[src/logic/energy_pkg.sv]
// Shared sizes and types for the Ising energy monitor
// Every RTL block imports this package for its widths and payload types
// Spin bit 1 stands for +1 and spin bit 0 for -1

`default_nettype none

package energy_pkg;

    // Problem size
    localparam int NUM_SPIN = 16;
    // Coupling rows carried by one weight beat, divides NUM_SPIN
    localparam int PARALLELISM = 2;

    // Operand precision
    localparam int BIT_J = 4;
    localparam int BIT_H = 4;
    localparam int SCALING_BIT = 3;

    // Worst row is 16*8 + 8*7 = 184, so 12 bits is ample
    localparam int LOCAL_ENERGY_BIT = 12;
    // Sixteen rows of at most 184 stay far below 2^19
    localparam int ENERGY_TOTAL_BIT = 20;

    // Row index width
    localparam int SPIN_IDX_BIT = 4;

    // Register stages in each input pipe
    localparam int PIPES_INTF = 1;

    // One bit per spin, little-endian
    typedef logic [NUM_SPIN-1:0] spin_vec_t;

    // Row counter and start index
    typedef logic [SPIN_IDX_BIT-1:0] spin_idx_t;

    // Element j holds the signed coupling J_rj
    typedef logic [NUM_SPIN-1:0][BIT_J-1:0] weight_row_t;

    // Everything one row needs
    typedef struct packed {
        weight_row_t                  row;
        logic signed [BIT_H-1:0]      hbias;
        logic        [SCALING_BIT-1:0] hscaling;
    } row_beat_t;

    // Element 0 is the lowest row of the group
    typedef row_beat_t [PARALLELISM-1:0] weight_beat_t;

    // Per-row energy and running total
    typedef logic signed [LOCAL_ENERGY_BIT-1:0] local_energy_t;
    typedef logic signed [ENERGY_TOTAL_BIT-1:0] energy_t;

endpackage

`default_nettype wire
[src/logic/energy_monitor.sv]
// Top level of the Ising energy monitor
// Config, spin and weight channels each pass through a register pipe
// The sequencer paces weight beats into parallel row calculators
// The accumulator total leaves on the energy channel and is then cleared

`default_nettype none

module energy_monitor
    import energy_pkg::*;
(
    input  logic         clk_i,
    input  logic         arst_n_i,

    input  logic         config_valid_i,
    input  spin_idx_t    config_i,
    output logic         config_ready_o,

    input  logic         spin_valid_i,
    input  spin_vec_t    spin_i,
    output logic         spin_ready_o,

    input  logic         weight_valid_i,
    input  weight_beat_t weight_i,
    output logic         weight_ready_o,

    output logic         energy_valid_o,
    output energy_t      energy_o,
    input  logic         energy_ready_i
);

    // Pipe outputs toward the sequencer
    logic         cfg_valid;
    spin_idx_t    cfg_data;
    logic         cfg_ready;
    logic         spin_valid;
    spin_vec_t    spin_data;
    logic         spin_ready;
    logic         wgt_valid;
    weight_beat_t wgt_data;
    logic         wgt_ready;

    // Sequencer to datapath
    logic                   beat_fire;
    logic                   last_beat;
    logic [PARALLELISM-1:0] cur_spin;
    spin_vec_t              spin_cache;

    // Pulses aligned with the registered row energies
    logic beat_vld_q;
    logic beat_last_q;

    local_energy_t [PARALLELISM-1:0] row_energy;
    energy_t                         total;
    logic                            done;
    logic                            energy_fire;

    bp_pipe #(
        .payload_t(spin_idx_t),
        .PIPES    (PIPES_INTF)
    ) config_pipe_i (
        .clk_i   (clk_i),
        .arst_n_i(arst_n_i),
        .valid_i (config_valid_i),
        .data_i  (config_i),
        .ready_o (config_ready_o),
        .valid_o (cfg_valid),
        .data_o  (cfg_data),
        .ready_i (cfg_ready)
    );

    bp_pipe #(
        .payload_t(spin_vec_t),
        .PIPES    (PIPES_INTF)
    ) spin_pipe_i (
        .clk_i   (clk_i),
        .arst_n_i(arst_n_i),
        .valid_i (spin_valid_i),
        .data_i  (spin_i),
        .ready_o (spin_ready_o),
        .valid_o (spin_valid),
        .data_o  (spin_data),
        .ready_i (spin_ready)
    );

    bp_pipe #(
        .payload_t(weight_beat_t),
        .PIPES    (PIPES_INTF)
    ) weight_pipe_i (
        .clk_i   (clk_i),
        .arst_n_i(arst_n_i),
        .valid_i (weight_valid_i),
        .data_i  (weight_i),
        .ready_o (weight_ready_o),
        .valid_o (wgt_valid),
        .data_o  (wgt_data),
        .ready_i (wgt_ready)
    );

    row_sequencer row_sequencer_i (
        .clk_i         (clk_i),
        .arst_n_i      (arst_n_i),
        .config_valid_i(cfg_valid),
        .config_i      (cfg_data),
        .config_ready_o(cfg_ready),
        .spin_valid_i  (spin_valid),
        .spin_i        (spin_data),
        .spin_ready_o  (spin_ready),
        .weight_valid_i(wgt_valid),
        .weight_ready_o(wgt_ready),
        .done_i        (done),
        .energy_ready_i(energy_ready_i),
        .beat_fire_o   (beat_fire),
        .last_beat_o   (last_beat),
        .cur_spin_o    (cur_spin),
        .spin_cache_o  (spin_cache)
    );

    // One calculator per row of the beat
    for (genvar g = 0; g < PARALLELISM; g++) begin : g_row
        partial_energy_calc partial_energy_calc_i (
            .clk_i     (clk_i),
            .arst_n_i  (arst_n_i),
            .fire_i    (beat_fire),
            .spin_vec_i(spin_cache),
            .cur_spin_i(cur_spin[g]),
            .row_i     (wgt_data[g]),
            .energy_o  (row_energy[g])
        );
    end

    // Match the single register of the row stage
    always_ff @(posedge clk_i or negedge arst_n_i) begin
        if (!arst_n_i) begin
            beat_vld_q  <= 1'b0;
            beat_last_q <= 1'b0;
        end else begin
            beat_vld_q  <= beat_fire;
            beat_last_q <= last_beat;
        end
    end

    // Output handshake clears the total
    assign energy_fire = done && energy_ready_i;

    energy_accumulator energy_accumulator_i (
        .clk_i   (clk_i),
        .arst_n_i(arst_n_i),
        .valid_i (beat_vld_q),
        .last_i  (beat_last_q),
        .local_i (row_energy),
        .clear_i (energy_fire),
        .total_o (total),
        .done_o  (done)
    );

    // Total stays put while the consumer stalls
    assign energy_valid_o = done;
    assign energy_o       = total;

endmodule

`default_nettype wire

[src/logic/energy_accumulator.sv]
// Running total of the row energies of one job
// Adds the parallel rows of a beat each time valid_i is high
// done_o marks the total complete and holds until clear_i

`default_nettype none

module energy_accumulator
    import energy_pkg::*;
(
    input  logic                          clk_i,
    input  logic                          arst_n_i,
    input  logic                          valid_i,
    input  logic                          last_i,
    input  local_energy_t [PARALLELISM-1:0] local_i,
    input  logic                          clear_i,
    output energy_t                       total_o,
    output logic                          done_o
);

    energy_t group_sum;
    energy_t total_q;
    logic    done_q;

    // Row energies of one beat, sign-extended to the total width
    always_comb begin
        group_sum = '0;
        for (int p = 0; p < PARALLELISM; p++) begin
            group_sum = group_sum + energy_t'($signed(local_i[p]));
        end
    end

    always_ff @(posedge clk_i or negedge arst_n_i) begin
        if (!arst_n_i) begin
            total_q <= '0;
            done_q  <= 1'b0;
        end else if (clear_i) begin
            // Result taken, ready for the next job
            total_q <= '0;
            done_q  <= 1'b0;
        end else if (valid_i) begin
            total_q <= total_q + group_sum;
            if (last_i) begin
                done_q <= 1'b1;
            end
        end
    end

    assign total_o = total_q;
    assign done_o  = done_q;

endmodule

`default_nettype wire

[src/logic/partial_energy_calc.sv]
// Local energy of one coupling row
// Dot product of the row with the spin vector plus the scaled bias
// Sign flipped by the row's own spin, result registered on fire_i

`default_nettype none

module partial_energy_calc
    import energy_pkg::*;
(
    input  logic          clk_i,
    input  logic          arst_n_i,
    input  logic          fire_i,
    input  spin_vec_t     spin_vec_i,
    input  logic          cur_spin_i,
    input  row_beat_t     row_i,
    output local_energy_t energy_o
);

    local_energy_t dot_sum;
    local_energy_t bias_term;
    local_energy_t row_sum;
    local_energy_t energy_q;

    // Sum of J_rj * s_j with s_j as +1 or -1
    always_comb begin
        dot_sum = '0;
        for (int j = 0; j < NUM_SPIN; j++) begin
            if (spin_vec_i[j]) begin
                dot_sum = dot_sum + local_energy_t'($signed(row_i.row[j]));
            end else begin
                dot_sum = dot_sum - local_energy_t'($signed(row_i.row[j]));
            end
        end
    end

    // Scale is unsigned, zero-extended before the signed multiply
    assign bias_term = local_energy_t'($signed(row_i.hbias))
                     * local_energy_t'({1'b0, row_i.hscaling});

    assign row_sum = dot_sum + bias_term;

    always_ff @(posedge clk_i or negedge arst_n_i) begin
        if (!arst_n_i) begin
            energy_q <= '0;
        end else if (fire_i) begin
            // Own spin of 0 means -1
            energy_q <= cur_spin_i ? row_sum : -row_sum;
        end
    end

    assign energy_o = energy_q;

endmodule

`default_nettype wire

[src/logic/row_sequencer.sv]
// Job control for the energy monitor
// Takes a start row, caches the spin vector, then paces the weight beats
// Drives all input ready signals from its state and picks the group's spins
// A job ends when the total is handed out on the energy channel

`default_nettype none

module row_sequencer
    import energy_pkg::*;
(
    input  logic                   clk_i,
    input  logic                   arst_n_i,
    input  logic                   config_valid_i,
    input  spin_idx_t              config_i,
    output logic                   config_ready_o,
    input  logic                   spin_valid_i,
    input  spin_vec_t              spin_i,
    output logic                   spin_ready_o,
    input  logic                   weight_valid_i,
    output logic                   weight_ready_o,
    input  logic                   done_i,
    input  logic                   energy_ready_i,
    output logic                   beat_fire_o,
    output logic                   last_beat_o,
    output logic [PARALLELISM-1:0] cur_spin_o,
    output spin_vec_t              spin_cache_o
);

    typedef enum logic [1:0] {
        IDLE,
        LOADED,
        RUN,
        WAIT
    } state_e;

    state_e    state_q;
    state_e    state_d;
    spin_idx_t start_q;
    spin_idx_t cnt_q;
    logic      cfg_seen_q;
    spin_vec_t cache_q;

    logic      cfg_fire;
    logic      spin_fire;
    logic      weight_fire;
    logic      last_group;
    logic      energy_fire;

    // Ready signals follow the state only
    assign config_ready_o = (state_q == IDLE);
    // A new spin vector may restart from the stored start row
    assign spin_ready_o   = (state_q == LOADED) || ((state_q == IDLE) && cfg_seen_q);
    assign weight_ready_o = (state_q == RUN);

    assign cfg_fire    = config_valid_i && config_ready_o;
    assign spin_fire   = spin_valid_i && spin_ready_o;
    assign weight_fire = weight_valid_i && weight_ready_o;
    // Total handed out downstream
    assign energy_fire = done_i && energy_ready_i;

    // Counter sits on the top row group
    assign last_group = (cnt_q == spin_idx_t'(NUM_SPIN - PARALLELISM));

    always_comb begin
        state_d = state_q;
        case (state_q)
            IDLE: begin
                if (spin_fire) begin
                    state_d = RUN;
                end else if (cfg_fire) begin
                    state_d = LOADED;
                end
            end
            LOADED: begin
                if (spin_fire) begin
                    state_d = RUN;
                end
            end
            RUN: begin
                if (weight_fire && last_group) begin
                    state_d = WAIT;
                end
            end
            WAIT: begin
                if (energy_fire) begin
                    state_d = IDLE;
                end
            end
            default: state_d = IDLE;
        endcase
    end

    always_ff @(posedge clk_i or negedge arst_n_i) begin
        if (!arst_n_i) begin
            state_q    <= IDLE;
            start_q    <= '0;
            cnt_q      <= '0;
            cfg_seen_q <= 1'b0;
        end else begin
            state_q <= state_d;
            if (cfg_fire) begin
                start_q    <= config_i;
                cfg_seen_q <= 1'b1;
            end
            // Spin reload wins; same-cycle config supplies the start
            if (spin_fire) begin
                cnt_q <= cfg_fire ? config_i : start_q;
            end else if (cfg_fire) begin
                cnt_q <= config_i;
            end else if (weight_fire) begin
                cnt_q <= cnt_q + spin_idx_t'(PARALLELISM);
            end
        end
    end

    // Spin cache
    always_ff @(posedge clk_i) begin
        if (spin_fire) begin
            cache_q <= spin_i;
        end
    end

    // Little-endian group select
    assign cur_spin_o   = cache_q[cnt_q +: PARALLELISM];
    assign spin_cache_o = cache_q;

    // One pulse per accepted weight beat
    assign beat_fire_o = weight_fire;
    assign last_beat_o = weight_fire && last_group;

endmodule

`default_nettype wire

[src/logic/bp_pipe.sv]
// Valid/ready register pipe for any payload type
// Each stage holds a main and a skid register and registers its ready
// A word entering reaches the output PIPES cycles later without stalls
// PIPES of zero turns the pipe into plain wires

`default_nettype none

module bp_pipe #(
    parameter type payload_t = logic [7:0],
    parameter int  PIPES     = 1
) (
    input  logic     clk_i,
    input  logic     arst_n_i,
    input  logic     valid_i,
    input  payload_t data_i,
    output logic     ready_o,
    output logic     valid_o,
    output payload_t data_o,
    input  logic     ready_i
);

    if (PIPES == 0) begin : g_wire
        assign valid_o = valid_i;
        assign data_o  = data_i;
        assign ready_o = ready_i;
    end else begin : g_chain
        // Index k is the input side of stage k, PIPES is the pipe output
        logic [PIPES:0] chain_v;
        logic [PIPES:0] chain_r;
        payload_t       chain_d [PIPES+1];

        assign chain_v[0]     = valid_i;
        assign chain_d[0]     = data_i;
        assign ready_o        = chain_r[0];
        assign valid_o        = chain_v[PIPES];
        assign data_o         = chain_d[PIPES];
        assign chain_r[PIPES] = ready_i;

        for (genvar k = 0; k < PIPES; k++) begin : g_stage
            logic     rdy_q;
            logic     main_v_q;
            logic     skid_v_q;
            payload_t main_d_q;
            payload_t skid_d_q;
            logic     take_in;
            logic     main_free;
            logic     skid_load;

            // Word arrives while this stage advertised room
            assign take_in   = chain_v[k] && rdy_q;
            // Main slot empties or hands its word on
            assign main_free = !main_v_q || chain_r[k+1];
            // Park the incoming word when main cannot take it directly
            assign skid_load = take_in && (!main_free || skid_v_q);

            always_ff @(posedge clk_i or negedge arst_n_i) begin
                if (!arst_n_i) begin
                    rdy_q    <= 1'b0;
                    main_v_q <= 1'b0;
                    skid_v_q <= 1'b0;
                end else begin
                    // Stall travels back one stage per cycle
                    rdy_q <= chain_r[k+1];
                    if (main_free) begin
                        main_v_q <= skid_v_q || take_in;
                    end
                    skid_v_q <= skid_load || (skid_v_q && !main_free);
                end
            end

            // Payload registers
            always_ff @(posedge clk_i) begin
                if (main_free && (skid_v_q || take_in)) begin
                    // Older skid word goes first to keep order
                    main_d_q <= skid_v_q ? skid_d_q : chain_d[k];
                end
                if (skid_load) begin
                    skid_d_q <= chain_d[k];
                end
            end

            assign chain_r[k]   = rdy_q;
            assign chain_v[k+1] = main_v_q;
            assign chain_d[k+1] = main_d_q;
        end
    end

endmodule

`default_nettype wire

[config.mk]
export PLATFORM = sky130hd
export DESIGN_NAME = energy_monitor
export DESIGN_NICKNAME = d
export VERILOG_FILES = /design/src/logic/energy_pkg.sv /design/src/logic/energy_monitor.sv /design/src/logic/energy_accumulator.sv /design/src/logic/partial_energy_calc.sv /design/src/logic/row_sequencer.sv /design/src/logic/bp_pipe.sv
export SDC_FILE = /design/constraint.sdc
export NUM_CORES = 1
export LEC_CHECK = 0
export BUFFER_PORTS_ARGS = -buffer_cell sky130_fd_sc_hd__buf_4
export CORE_ASPECT_RATIO = 1.25
export CORE_UTILIZATION = 50
export CTS_CLUSTER_DIAMETER = 80
export DETAILED_ROUTE_END_ITERATION = 7
export PLACE_DENSITY = 0.67
export SLEW_MARGIN = 10
export SYNTH_ARGS = -nofsm -noshare
export SYNTH_HDL_FRONTEND = slang
export SYNTH_HIERARCHICAL = 1
export SYNTH_SLANG_ARGS = --single-unit
[constraint.sdc]
create_clock -name clk_i -period 35.6 [get_ports clk_i]
set_clock_uncertainty 0.15 [all_clocks]
set_input_delay 1.78 -clock clk_i [delete_from_list [all_inputs] [get_ports clk_i]]
set_output_delay 1.78 -clock clk_i [all_outputs]
set_load 0.05 [all_outputs]
-- Word-level counts from Yosys, hierarchy flattened
Cells that the tools add are included.
- shift operators: 1
- $add $sub $neg: 69
- multiplexer cells: 52
- multiply operators: 2
- equal/unequal tests: 8
- reductions and logical operators: 43
- operator list (operator ; count):
    2-to-1 mux 12 bit ; 34
    adder 12 x 4 -> 12 bit ; 30
    subtractor 12 x 4 -> 12 bit ; 30
    2-to-1 mux 142 bit ; 1
    2-to-1 mux 20 bit ; 2
    adder 12 bit ; 2
    negation 12 bit ; 2
    adder 20 bit ; 1
    2-to-1 mux 4 bit ; 5
    logical AND 1 bit ; 18
    multiplier 4 x 4 -> 8 bit ; 2
    2-to-1 mux 16 bit ; 1
    variable part select 16 x 5 -> 2 bit ; 1
    adder 12 x 12 -> 13 bit ; 1
    logical OR 1 bit ; 13
    2-to-1 mux 2 bit ; 5
    subtractor 1 x 4 -> 5 bit (first input constant) ; 2
    case mux 2 bit (4 select lines) ; 1
    logical NOT 1 bit ; 6
    adder 4 x 2 -> 4 bit (second input constant) ; 1
    == test 2 bit (second input constant) ; 2
    == test 4 bit (second input constant) ; 1
    inequality test 2 x 1 -> 1 bit (second input constant) ; 2
    AND reduction 4 bit ; 1
    other kinds (8) ; 11
- input bits: 168
- register bits after elaboration: 407
- word-level logic and storage cells: 271
- output and inout port bits: 24

-- Logic depth before layout (Yosys ltp)
Gate-level depths: netlist (run 1).
- word-level depth: 35
- gate-level depth with buffers: 65
- depth with buffers taken out: 65

-- Cells and area by module
Netlist (run 1), hierarchy kept.
- modules (own cells, without submodules) (module ; cells an instance ; seq. area each (um2) ; area an instance (um2) ; times used):
    bp_pipe at weight_pipe_i ; 454 ; 8603.3 ; 10602.7 ; 1
    partial_energy_calc at g_row[0].partial_energy_calc_i ; 1345 ; 300.3 ; 10193.5 ; 1
    partial_energy_calc at g_row[1].partial_energy_calc_i ; 1329 ; 300.3 ; 10105.9 ; 1
    energy_accumulator ; 224 ; 525.5 ; 2215.9 ; 1
    row_sequencer ; 108 ; 755.7 ; 1423.9 ; 1
    bp_pipe at spin_pipe_i ; 62 ; 1036.0 ; 1330.0 ; 1
    bp_pipe at config_pipe_i ; 25 ; 315.3 ; 426.7 ; 1
    energy_monitor ; 3 ; 50.0 ; 56.3 ; 1

-- Worst setup path before layout (run 1)
No wires, ideal clock.
- path kind: flip-flop to flip-flop
- start: register weight_pipe_i.g_chain.g_stage[0].main_d_q (netlist bit weight_pipe_i/data_o[11])
- end: register g_row[0].partial_energy_calc_i.energy_q[11]
- setup slack: 22.665 ns
- period minus slack after synthesis: 12.935 ns
- arrival time: 12.660 ns
- path buffers: 0
- cell stages (with the launch flop): 47
- library setup time: 0.125 ns
- data required time: 35.325 ns
- cell sequence: edfxtp_1 > inv_1 > ha_1 > mux2_2 > fa_1 > fa_1 > fa_1 > fa_1 > fa_1 > fa_1 > fa_1 > fa_1 > fa_1 > fa_1 > fa_1 > ha_1 > a21o_1 > a21oi_1 > [11 not listed] > xnor2_1 > ha_1 > o21a_1 > o21ai_0 > nand2b_1 > a21oi_1 > xor2_1 > fa_1 > xnor3_1 > xnor3_1 > xnor3_1 > xnor3_1 > xnor2_1 > xor2_1 > xnor2_1 > xnor2_1 > xnor3_1 > mux2_4
- longest elaborated chain between the ends: 33
- elaborated cells between the ends (all ways): 48
- classes of those cells: add/sub: 32; mux: 16
- RTL lines (item ; line ; source):
    start: declaration ; bp_pipe.sv:43 ; payload_t main_d_q;
    start signal: assignment ; bp_pipe.sv:75 ; main_d_q <= skid_v_q ? skid_d_q : chain_d[k];
    subtractor 12 x 4 -> 12 bit / adder 12 x 4 -> 12 bit (equally long branches) ; partial_energy_calc.sv:31, partial_energy_calc.sv:29 ;
    2-to-1 mux 12 bit * ; partial_energy_calc.sv:28 ; if (spin_vec_i[j]) begin
    subtractor 12 x 4 -> 12 bit / adder 12 x 4 -> 12 bit (equally long branches) ; partial_energy_calc.sv:31, partial_energy_calc.sv:29 ;
    2-to-1 mux 12 bit * ; partial_energy_calc.sv:28 ;
    subtractor 12 x 4 -> 12 bit / adder 12 x 4 -> 12 bit (equally long branches) ; partial_energy_calc.sv:31, partial_energy_calc.sv:29 ;
    2-to-1 mux 12 bit * ; partial_energy_calc.sv:28 ;
    subtractor 12 x 4 -> 12 bit / adder 12 x 4 -> 12 bit (equally long branches) ; partial_energy_calc.sv:31, partial_energy_calc.sv:29 ;
    2-to-1 mux 12 bit * ; partial_energy_calc.sv:28 ;
    [17 not listed] ; - ;
    2-to-1 mux 12 bit * ; partial_energy_calc.sv:28 ;
    subtractor 12 x 4 -> 12 bit / adder 12 x 4 -> 12 bit (equally long branches) ; partial_energy_calc.sv:31, partial_energy_calc.sv:29 ;
    2-to-1 mux 12 bit * ; partial_energy_calc.sv:28 ;
    subtractor 12 x 4 -> 12 bit / adder 12 x 4 -> 12 bit (equally long branches) ; partial_energy_calc.sv:31, partial_energy_calc.sv:29 ;
    2-to-1 mux 12 bit * ; partial_energy_calc.sv:28 ;
    adder 12 bit * ; partial_energy_calc.sv:40 ; assign row_sum = dot_sum + bias_term;
    negation 12 bit ; partial_energy_calc.sv:47 ; energy_q <= cur_spin_i ? row_sum : -row_sum;
    2-to-1 mux 12 bit * ; partial_energy_calc.sv:47 ;
    end signal: assignment ; partial_energy_calc.sv:47 ;
    end: declaration ; partial_energy_calc.sv:22 ; local_energy_t energy_q;
Mark *: on every way between the ends. The rest lies on a longest branch, timed or not.
A chain may end at the register's enable or synchronous reset.

-- Final worst setup path (run 1)
- start: register row_sequencer_i.cache_q[1], in the netlist row_sequencer_i/spin_cache_o[1]
- end: register g_row[0].partial_energy_calc_i.energy_q[11]
- longest elaborated chain between the ends: 32
- elaborated cells between the ends (all ways): 47
- classes of those cells: add/sub: 30; shift: 1; mux: 16
- RTL lines (item ; line ; source):
    start: declaration ; row_sequencer.sv:41 ; spin_vec_t cache_q;
    start signal: assignment ; row_sequencer.sv:119 ; cache_q <= spin_i;
    2-to-1 mux 12 bit ; partial_energy_calc.sv:28 ;
    subtractor 12 x 4 -> 12 bit / adder 12 x 4 -> 12 bit (equally long branches) ; partial_energy_calc.sv:31, partial_energy_calc.sv:29 ;
    2-to-1 mux 12 bit ; partial_energy_calc.sv:28 ;
    subtractor 12 x 4 -> 12 bit / adder 12 x 4 -> 12 bit (equally long branches) ; partial_energy_calc.sv:31, partial_energy_calc.sv:29 ;
    2-to-1 mux 12 bit ; partial_energy_calc.sv:28 ;
    subtractor 12 x 4 -> 12 bit / adder 12 x 4 -> 12 bit (equally long branches) ; partial_energy_calc.sv:31, partial_energy_calc.sv:29 ;
    2-to-1 mux 12 bit ; partial_energy_calc.sv:28 ;
    subtractor 12 x 4 -> 12 bit / adder 12 x 4 -> 12 bit (equally long branches) ; partial_energy_calc.sv:31, partial_energy_calc.sv:29 ;
    [16 not listed] ; - ;
    2-to-1 mux 12 bit ; partial_energy_calc.sv:28 ;
    subtractor 12 x 4 -> 12 bit / adder 12 x 4 -> 12 bit (equally long branches) ; partial_energy_calc.sv:31, partial_energy_calc.sv:29 ;
    2-to-1 mux 12 bit ; partial_energy_calc.sv:28 ;
    subtractor 12 x 4 -> 12 bit / adder 12 x 4 -> 12 bit (equally long branches) ; partial_energy_calc.sv:31, partial_energy_calc.sv:29 ;
    2-to-1 mux 12 bit ; partial_energy_calc.sv:28 ;
    adder 12 bit ; partial_energy_calc.sv:40 ;
    negation 12 bit ; partial_energy_calc.sv:47 ;
    2-to-1 mux 12 bit * ; partial_energy_calc.sv:47 ;
Marked as above.

==> results of run 1 <==
-- routing by layer --
metal,global-route usage,part of all wire,vias to the layer above
li1,-,-,13130
met1,0.2797,0.45,12170
met2,0.3873,0.49,415
met3,0.02364,0.037,90
met4,0.05151,0.019,0
met5,0,0,-
-- final cells by class --
cell class,instances,area share
repair buffers,212,0.03950
inverters,320,0.02981
clock inverters,26,0.007297
clock buffers,55,0.02937
multi-input cells,2774,0.5694
well taps,952,0.02956
flip-flops and latches,407,0.2951
-- sequential cells by signal (all words and copies together) (netlist names), 2 cells and up --
signal,count
weight_pipe_i/data_o,142
weight_pipe_i/g_chain.g_stage.skid_d_q,142
g_row.partial_energy_calc_i/energy_o,24
energy_accumulator_i/total_o,20
row_sequencer_i/spin_cache_o,16
spin_pipe_i/data_o,16
spin_pipe_i/g_chain.g_stage.skid_d_q,16
config_pipe_i/data_o,4
config_pipe_i/g_chain.g_stage.skid_d_q,4
row_sequencer_i/cnt_q,4
row_sequencer_i/start_q,4
row_sequencer_i/state_q,2
-- cells in the mapped netlist (12+ instances only) --
library cell / count / area (um2)
nand3_1: 70 / 350.3
buf_6: 16 / 180.2
nand2b_1: 45 / 281.5
a21o_1: 81 / 608.1
a21oi_1: 303 / 1516
nand2_1: 181 / 679.4
nor3_1: 56 / 280.3
mux2_2: 137 / 1543
mux2_4: 69 / 1036
and2_1: 29 / 181.4
ha_1: 485 / 6068
a41oi_1: 12 / 105.1
o21ai_1: 29 / 145.1
nor2_1: 277 / 1040
edfxtp_1: 340 / 10210
xnor2_1: 262 / 2295
mux2i_1: 33 / 330.3
xor2_1: 113 / 989.7
and3_1: 16 / 100.1
o21a_1: 61 / 457.9
o21ai_0: 116 / 580.6
clkbuf_1: 13 / 48.80
inv_1: 315 / 1182
xnor3_1: 13 / 292.8
buf_2: 14 / 70.07
or3_1: 42 / 262.8
o21bai_1: 46 / 345.3
fa_1: 76 / 1521
dfrtp_1: 67 / 1677
nor2b_1: 57 / 356.6
a31oi_1: 16 / 100.1
-- path summary, 6_finish.rpt --
| kind | startpoint | endpoint | slack (ns) | cells after the start |
|---|---|---|---|---|
| hold reg to reg | spin_pipe_i/data_o[12] | row_sequencer_i/spin_cache_o[12] | 0.27 | 0 |
| min in group asynchronous | arst_n_i | energy_accumulator_i/total_o[18] | 1.15 | 1 |
| max in group asynchronous | arst_n_i | weight_pipe_i/g_chain.g_stage[0].skid_v_q | 33.46 | 1 |
| setup reg to reg | row_sequencer_i/spin_cache_o[1] | g_row[0].partial_energy_calc_i/energy_o[11] | 21.81 | 52 |
| hold / removal | spin_pipe_i/data_o[12] | row_sequencer_i/spin_cache_o[12] | 0.27 | 0 |
| setup / recovery | row_sequencer_i/spin_cache_o[1] | g_row[0].partial_energy_calc_i/energy_o[11] | 21.81 | 52 |
-- cells by family after synthesis --
family / Yosys count / share of synthesized area
muxes: 247 / 0.08497
xor gates and xnor gates: 391 / 0.1004
AOI/OAI and AO/OA: 748 / 0.1277
adders and majority gates: 564 / 0.2097
DFF: 407 / 0.3270
and+or+nand+nor: 824 / 0.1076
buffers and inverters: 369 / 0.04274
-- stage by stage --
stage               cell area, um2  hold WS (ns)    util  instances  setup WS [ns]
floorplan                    36350        0.2503       -       3550          22.66
finish                       40300        0.2683  0.5598       4746          21.81
detailed placement           38820        0.2554  0.5393       4665          21.85
global placement             38820        0.2506  0.5393       4665          22.02
global route                 40300        0.2770  0.5598       4746          20.80
CTS                          40300        0.2682  0.5598       4746          21.82
-- worst reg2reg max path, delay by kind of cell, from the launching register on --
| kind | cells | cell delay (ns) |
|---|---|---|
| flops | 1 | 0.60 |
| buf+inv | 1 | 0.06 |
| compound gates | 11 | 2.00 |
| mux | 2 | 0.69 |
| simple gates | 5 | 0.58 |
| xor+xnor | 17 | 3.05 |
| fa+ha+maj | 16 | 6.53 |
==> impl_table.tex, run 1 <==
\begin{tabular}{lr}
\hline
Metric & Value \\
\hline
\multicolumn{2}{l}{\textbf{Setup path}} \\
Critical-path top delay cell & fa\_1 \\
Critical setup path kind & register to register \\
Largest incremental delay on the critical path & approximately 0.62 ns \\
Buffers plus inverters on the worst setup path & 1 \\
Critical Path Start Type & register \\
Critical path endpoint category & register \\
Worst Path Max Fanout & 14 \\
Kind of cell with the highest combined delay on the critical path & adder cells \\
Arrival time worst endpoint & about 14 ns \\
Library cell appearing most often on the critical path & ha\_1 \\
Data required time of the critical path & 35.93 ns \\
\multicolumn{2}{l}{\textbf{Clock network}} \\
Clock transition time at the flip-flop clock pins of the worst setup and hold paths & roughly 0.060 ns \\
TritonCTS Sinks & roughly 410 \\
Maximum clock insertion buffer count & 3 \\
Number of buffers added to fix hold violations after cts & 0 \\
Worst-Skew Late Latency & 0.60 ns \\
Post-CTS sizing & 0 \\
Cts bufs inserted & 44 \\
Number of H-tree branching levels & 2 \\
Setup repair bufs after CTS & 0 \\
Clk root buf & clkbuf\_16 \\
CTS tree & done \\
\multicolumn{2}{l}{\textbf{Floorplan}} \\
Starting Density & 0.5051 \\
Standard-cell row count & 110 \\
Die area & 0.07380 mm2 \\
Top Ports & 192 \\
Horizontal die dimension & 243.2 um \\
Area of the core & roughly 0.072 mm2 \\
Die Y & 303.5 um \\
\multicolumn{2}{l}{\textbf{Yosys}} \\
Share of flip-flops with an asynchronous set or reset after synthesis & 0.1646 \\
Area of the mapped netlist & 0.03635 mm2 \\
Number of flops mapped to enable cells by yosys & 340 \\
Yosys warning count & 6 \\
Post-Synthesis Cells & between 3k and 4k \\
Flip-flop and latch count after synthesis & 407 \\
Primary FF master, synth & edfxtp\_1 \\
Average instance area after synthesis & roughly 10 um2 \\
Post-Syn Nets & between 4k and 5k \\
Number of distinct library cells after synthesis & between 90 and 100 \\
Fraction of the yosys area taken by sequential cells & 0.3270 \\
\multicolumn{2}{l}{\textbf{Global routing}} \\
First-pass GRT wire length & 128700 um \\
Largest net degree at the start of global routing & 70 \\
Overflow after GRT & 0 \\
Antenna violations before repair & 0 \\
Total GRT Usage & 0.2166 \\
Number of global-route vias before repair & between 20k and 30k \\
\multicolumn{2}{l}{\textbf{Run}} \\
Max Cap Violations & 0 \\
\multicolumn{2}{l}{\textbf{STA}} \\
Transition time at the pin with the least slew margin & between 1 and 1.5 ns \\
Rel. slew slack & 0.2208 \\
Setup TNS & 0 ns \\
Peak Freq & approximately 73 MHz \\
Final period demand of the worst path & 13.79 ns \\
Final Max Tran Viols & 0 \\
Unrepaired setup endpoints after global routing & false \\
Final setup violation count & 0 \\
Final hold vios & 0 \\
Ratio of final minimum period to clock period & 0.3873 \\
\multicolumn{2}{l}{\textbf{Route}} \\
Number of vias in the routed layout & 25.81k \\
Number of detailed-routing iterations run before antenna repair & 8 \\
Vias per Instance & about 5.4 \\
Detailed Route WL & between 70000 and 80000 um \\
DRC viols & 0 \\
Post-detailed-route count of antenna-violating nets & 0 \\
Wire length per cell & $\sim$17 um \\
Initial detailed-routing violation count & between 1k and 1.5k \\
\multicolumn{2}{l}{\textbf{Placement}} \\
Buffers added on ports & between 150 and 200 \\
Hpwl dp & around 63000 um \\
Routability-driven placement congestion ratio & 0.8780 \\
\multicolumn{2}{l}{\textbf{Final layout}} \\
Number of inserted filler cells in the final layout & $\sim$6.3k \\
Register area & about 0.012 mm2 \\
Number of antenna diodes & 0 \\
Multi-input logic area & 0.02294 mm2 \\
Post-layout net count & around 4.5k \\
Fraction of layout cells with a size suffix above 1 & 0.1402 \\
Leading cell type in the layout, fill and taps excluded & ha\_1 \\
Highest-count cells in the layout ignoring fill and taps & 485 x ha\_1, 340 x edfxtp\_1, 315 x inv\_1 \\
Growth of design area from synthesis to finish & 10.84\% \\
\multicolumn{2}{l}{\textbf{Min path}} \\
Worst min-delay path category & register to register \\
\multicolumn{2}{l}{\textbf{Outcome}} \\
Status & completed \\
\hline
\end{tabular}
Power of run 1 is not shown: default switching activity piles up to over one toggle a cycle in this logic, so the estimate is an artifact.
==> run 2: changes to the inputs <==
Clock period 35.6 ns to 12.75 ns, I/O delays scaled along.
==> impl_table.tex, run 2 (synthesis results as in run 1) <==
\begin{tabular}{lr}
\hline
Metric & Value \\
\hline
\multicolumn{2}{l}{\textbf{Final layout}} \\
Post-route cell area & roughly 0.045 mm2 \\
Fraction of layout cells with a size suffix above 1 & 0.2834 \\
Post-layout net count & between 4k and 5k \\
Number of antenna diodes & 0 \\
Share of the core filled with cells & 0.6222 \\
Number of inserted filler cells in the final layout & a little under 6k \\
Multi-input logic area & $\sim$0.025 mm2 \\
Growth of design area from synthesis to finish & 23.19\% \\
Leading cell type in the layout, fill and taps excluded & buf\_4 \\
Register area & about 0.012 mm2 \\
Highest-count cells in the layout ignoring fill and taps & 568 x buf\_4, 450 x ha\_1, 340 x edfxtp\_1 \\
\multicolumn{2}{l}{\textbf{Route}} \\
Routed metal-1 wirelength & roughly 36000 um \\
Detailed Route WL & around 84000 um \\
Wire length per cell & $\sim$16 um \\
Number of vias in the routed layout & between 20k and 30k \\
Initial detailed-routing violation count & 1151 \\
WL met2 & between 40000 and 50000 um \\
Met3 wire length & approximately 3100 um \\
Number of detailed-routing iterations run before antenna repair & 5 \\
DRC viols & 0 \\
Post-detailed-route count of antenna-violating nets & 0 \\
Highest routed metal layer & met5 \\
Vias per Instance & approximately 5.3 \\
\multicolumn{2}{l}{\textbf{Clock network}} \\
Worst-Skew Late Latency & about 0.6 ns \\
Maximum clock insertion buffer count & 3 \\
Clock transition time at the flip-flop clock pins of the worst setup and hold paths & around 0.060 ns \\
CTS tree & done \\
Clk root buf & clkbuf\_16 \\
TritonCTS Sinks & 407 \\
Number of H-tree branching levels & 2 \\
Cts bufs inserted & between 40 and 50 \\
\multicolumn{2}{l}{\textbf{Global routing}} \\
Overflow after GRT & 0 \\
Number of global-route vias before repair & $\sim$27k \\
First-pass GRT wire length & around 130000 um \\
Antenna violations before repair & 1 \\
Largest net degree at the start of global routing & 72 \\
Total GRT Usage & 0.2236 \\
\multicolumn{2}{l}{\textbf{Setup path}} \\
Critical-path top delay cell & fa\_2 \\
Critical Path Start Type & register \\
Worst Path Max Fanout & 5 \\
Arrival time worst endpoint & approximately 14 ns \\
Critical path endpoint category & register \\
Data required time of the critical path & 13.08 ns \\
Critical setup path kind & register to register \\
Largest incremental delay on the critical path & between 0.6 and 0.7 ns \\
\multicolumn{2}{l}{\textbf{Placement}} \\
Instance area at placement & roughly 0.041 mm2 \\
Buffers added on ports & 191 \\
Routability-driven placement congestion ratio & 0.8809 \\
Hpwl dp & around 66000 um \\
\multicolumn{2}{l}{\textbf{STA}} \\
Transition time at the pin with the least slew margin & $\sim$1.4 ns \\
Peak Freq & approximately 73 MHz \\
Final period demand of the worst path & between 10 and 15 ns \\
Ratio of final minimum period to clock period & 1.075 \\
Unrepaired setup endpoints after global routing & true \\
Worst hold slack across all endpoints & -0.01880 ns \\
Final hold vios & 10 \\
Min setup slack post-route & -0.9593 ns \\
Rel. slew slack & 0.08218 \\
Final Max Tran Viols & 0 \\
Final setup violation count & 4 \\
\multicolumn{2}{l}{\textbf{Floorplan}} \\
Die Y & 303.5 um \\
Area of the core & about 0.07 mm2 \\
Horizontal die dimension & roughly 240 um \\
Standard-cell row count & between 100 and 150 \\
Top Ports & 192 \\
Starting Density & 0.5051 \\
Die area & between 0.07 and 0.08 mm2 \\
\multicolumn{2}{l}{\textbf{Run}} \\
Max Cap Violations & 0 \\
\multicolumn{2}{l}{\textbf{Min path}} \\
Worst min-delay path category & primary input to asynchronous set/reset pin \\
\multicolumn{2}{l}{\textbf{Outcome}} \\
Status & complete, but fails checks \\
Failing checks & negative hold slack, negative setup slack \\
\hline
\end{tabular}
[run 2: final timing paths]
path                                     startpoint                                       endpoint  slack, ns  cells after the start
min in group clk_i                     weight_i[76]  weight_pipe_i/g_chain.g_stage[0].skid_d_q[76]       0.07                      1
hold / removal                             arst_n_i               energy_accumulator_i/total_o[16]      -0.02                      1
setup / recovery           weight_pipe_i/data_o[12]    g_row[0].partial_energy_calc_i/energy_o[11]      -0.96                     50
setup reg to reg           weight_pipe_i/data_o[12]    g_row[0].partial_energy_calc_i/energy_o[11]      -0.96                     50
hold reg to reg              spin_pipe_i/data_o[11]               row_sequencer_i/spin_cache_o[11]       0.27                      0
max in group asynchronous                  arst_n_i      weight_pipe_i/g_chain.g_stage[0].skid_v_q      11.75                      1
[run 2: area by class of cell]
class,count,area share
clock buffers,57,0.02732
clock inverters,27,0.006621
inverters,320,0.02699
multi-input cells,2774,0.5493
flip-flops and latches,407,0.2655
well taps,952,0.02660
repair buffers,578,0.09773
[run 2: stage by stage]
| step | setup TNS [ns] | setup slack [ns] | std cells |
|---|---|---|---|
| floorplan | -0.01329 | -0.01329 | 3550 |
| global placement | -1.797 | -0.9621 | 4988 |
| detailed placement | -2.443 | -1.096 | 4988 |
| CTS | -1.400 | -0.8439 | 5078 |
| global route | -5.087 | -1.530 | 5115 |
| finish | -1.589 | -0.9593 | 5115 |
[run 2: critical path: cells and delay by family (launching register included)]
kind / cells / cell delay (ns)
simple gates: 8 / 1.15
fa+ha+maj: 18 / 7.75
xor+xnor: 9 / 1.52
flops: 1 / 0.39
mux: 3 / 0.83
buf+inv: 4 / 0.45
compound gates: 8 / 1.36
[run 2: what timing repair did]
action                                  CTS  global route
hold buffers                              0             0
endpoints found under the setup margin    5            11
setup buffers                             7            37
resized for setup                        99           230
gates cloned                              0             0
pin swaps                                75           168
[run 2: per-layer routing]
metal | vias to the layer above | GRT usage
li1 | 13850 | -
met1 | 12940 | 0.2763
met2 | 433 | 0.4018
met3 | 108 | 0.02963
met4 | 2 | 0.07323
met5 | - | 0
Power of run 2 is left out for the same reason.
==> run 3: changes to the inputs <==
--- a/config.mk
+++ b/config.mk
@@ -13,2 +13,3 @@
 export PLACE_DENSITY = 0.67
+export SKIP_LAST_GASP = 1
 export SLEW_MARGIN = 10
--- a/constraint.sdc
+++ b/constraint.sdc
@@ -4,2 +4,2 @@
 set_output_delay 0.6375 -clock clk_i [all_outputs]
-set_load 0.05 [all_outputs]
+set_load 0.02 [all_outputs]
==> impl_table.tex, run 3 (synthesis results as in run 1) <==
\begin{tabular}{lr}
\hline
Metric & Value \\
\hline
\multicolumn{2}{l}{\textbf{Outcome}} \\
Status & complete, but fails checks \\
Failing checks & negative hold slack, negative setup slack \\
\multicolumn{2}{l}{\textbf{Global routing}} \\
Overflow after GRT & 0 \\
Total GRT Usage & 0.2235 \\
First-pass GRT wire length & around 130000 um \\
Largest net degree at the start of global routing & 72 \\
Antenna violations before repair & 0 \\
Number of global-route vias before repair & roughly 27k \\
\multicolumn{2}{l}{\textbf{Route}} \\
Number of detailed-routing iterations run before antenna repair & 5 \\
Vias per Instance & roughly 5.3 \\
Post-detailed-route count of antenna-violating nets & 0 \\
DRC viols & 0 \\
Initial detailed-routing violation count & between 1k and 1.5k \\
Detailed Route WL & $\sim$84000 um \\
Number of vias in the routed layout & between 20k and 30k \\
Wire length per cell & approximately 16 um \\
\multicolumn{2}{l}{\textbf{Final layout}} \\
Post-layout net count & 4857 \\
Number of inserted filler cells in the final layout & between 5k and 6k \\
Highest-count cells in the layout ignoring fill and taps & 569 x buf\_4, 448 x ha\_1, 340 x edfxtp\_1 \\
Growth of design area from synthesis to finish & 23.14\% \\
Share of the core filled with cells & 0.6220 \\
Post-route cell area & approximately 0.045 mm2 \\
Leading cell type in the layout, fill and taps excluded & buf\_4 \\
Number of antenna diodes & 0 \\
Fraction of layout cells with a size suffix above 1 & 0.2802 \\
\multicolumn{2}{l}{\textbf{Floorplan}} \\
Horizontal die dimension & 243.2 um \\
Die area & $\sim$0.074 mm2 \\
Area of the core & between 0.07 and 0.08 mm2 \\
Starting Density & 0.5051 \\
Top Ports & 192 \\
Die Y & a little over 300 um \\
Standard-cell row count & 110 \\
\multicolumn{2}{l}{\textbf{Clock network}} \\
CTS tree & done \\
Number of H-tree branching levels & 2 \\
Clock transition time at the flip-flop clock pins of the worst setup and hold paths & approximately 0.060 ns \\
Maximum clock insertion buffer count & 3 \\
Clk root buf & clkbuf\_16 \\
Cts bufs inserted & 45 \\
Worst-Skew Late Latency & $\sim$0.60 ns \\
TritonCTS Sinks & between 400 and 500 \\
\multicolumn{2}{l}{\textbf{STA}} \\
Unrepaired setup endpoints after global routing & true \\
Transition time at the pin with the least slew margin & approximately 1.4 ns \\
Rel. slew slack & 0.09194 \\
Final setup violation count & 4 \\
Final hold vios & 6 \\
Min setup slack post-route & -1.076 ns \\
Final period demand of the worst path & $\sim$14 ns \\
Ratio of final minimum period to clock period & 1.084 \\
Peak Freq & 72.33 MHz \\
Worst hold slack across all endpoints & -0.01276 ns \\
Final Max Tran Viols & 0 \\
\multicolumn{2}{l}{\textbf{Setup path}} \\
Arrival time worst endpoint & about 14 ns \\
Critical setup path kind & register to register \\
Data required time of the critical path & $\sim$13 ns \\
Library cell appearing most often on the critical path & ha\_1 \\
Critical path endpoint category & register \\
Worst Path Max Fanout & 7 \\
Largest incremental delay on the critical path & 0.65 ns \\
Critical Path Start Type & register \\
Critical-path top delay cell & fa\_2 \\
\multicolumn{2}{l}{\textbf{Placement}} \\
Instance area at placement & 0.04126 mm2 \\
Routability-driven placement congestion ratio & 0.8809 \\
Hpwl dp & around 66000 um \\
Buffers added on ports & around 190 \\
\multicolumn{2}{l}{\textbf{Min path}} \\
Worst min-delay path category & primary input to asynchronous set/reset pin \\
\multicolumn{2}{l}{\textbf{Run}} \\
Max Cap Violations & 0 \\
\hline
\end{tabular}
-- run 3: timing repair --
action	in CTS	in global routing
gates resized for setup	91	224
setup endpoints to repair	5	11
hold buffers	0	0
pin swaps	75	197
buffers inserted	7	39
-- run 3: area by class of cell --
type,instances,area [um2],area share
Clock buffer,57,1224,0.02733
Clock inverter,27,296.5,0.006624
Sequential cell,407,11890,0.2656
Inverter,320,1209,0.02700
Timing Repair Buffer,580,4395,0.09818
Multi-Input combinational cell,2774,24560,0.5487
Tap cell,952,1191,0.02661
-- run 3: final timing paths --
kind / from / depth (start not counted) / slack [ns] / endpoint
setup / recovery: weight_pipe_i/data_o[7] / 55 / -1.08 / g_row[0].partial_energy_calc_i/energy_o[11]
hold / removal: arst_n_i / 1 / -0.01 / energy_accumulator_i/total_o[16]
setup reg to reg: weight_pipe_i/data_o[7] / 55 / -1.08 / g_row[0].partial_energy_calc_i/energy_o[11]
hold reg to reg: spin_pipe_i/data_o[11] / 0 / 0.27 / row_sequencer_i/spin_cache_o[11]
max in group asynchronous: arst_n_i / 1 / 11.75 / weight_pipe_i/g_chain.g_stage[0].skid_v_q
min in group clk_i: weight_i[122] / 1 / 0.07 / weight_pipe_i/g_chain.g_stage[0].skid_d_q[122]
-- run 3: metrics by stage --
| stage | TNS (ns) | setup slack (ns) | hold WS, ns | cells |
|---|---|---|---|---|
| after floorplan | -0.01329 | -0.01329 | 0.1919 | 3550 |
| after detailed placement | -2.443 | -1.096 | 0.2556 | 4988 |
| final | -1.917 | -1.076 | -0.01276 | 5117 |
| after global placement | -1.797 | -0.9621 | 0.2511 | 4988 |
| after CTS | -1.549 | -0.9523 | 0.008745 | 5078 |
| after global routing | -5.809 | -1.693 | 0.03870 | 5117 |
-- run 3: metal layers --
metal | GRT usage | wire length [um] | part of all wire | vias to the layer above
met2 | 0.4007 | 41790 | 0.50 | 457
li1 | - | - | - | 13860
met4 | 0.07502 | 2847 | 0.034 | 0
met3 | 0.03051 | 3491 | 0.042 | 109
met1 | 0.2755 | 35980 | 0.43 | 12910
met5 | 0 | 0 | 0 | -
-- run 3: critical path: cells and delay by family, from the launching register on --
kind	cells	cell delay [ns]
adders and majority gates	18	7.33
muxes	3	0.86
buffers and inverters	4	0.33
AOI/OAI and AO/OA	8	1.50
and+or+nand+nor	10	1.19
xor gates and xnor gates	12	1.94
DFF	1	0.40
Power of run 3 is left out for the same reason.
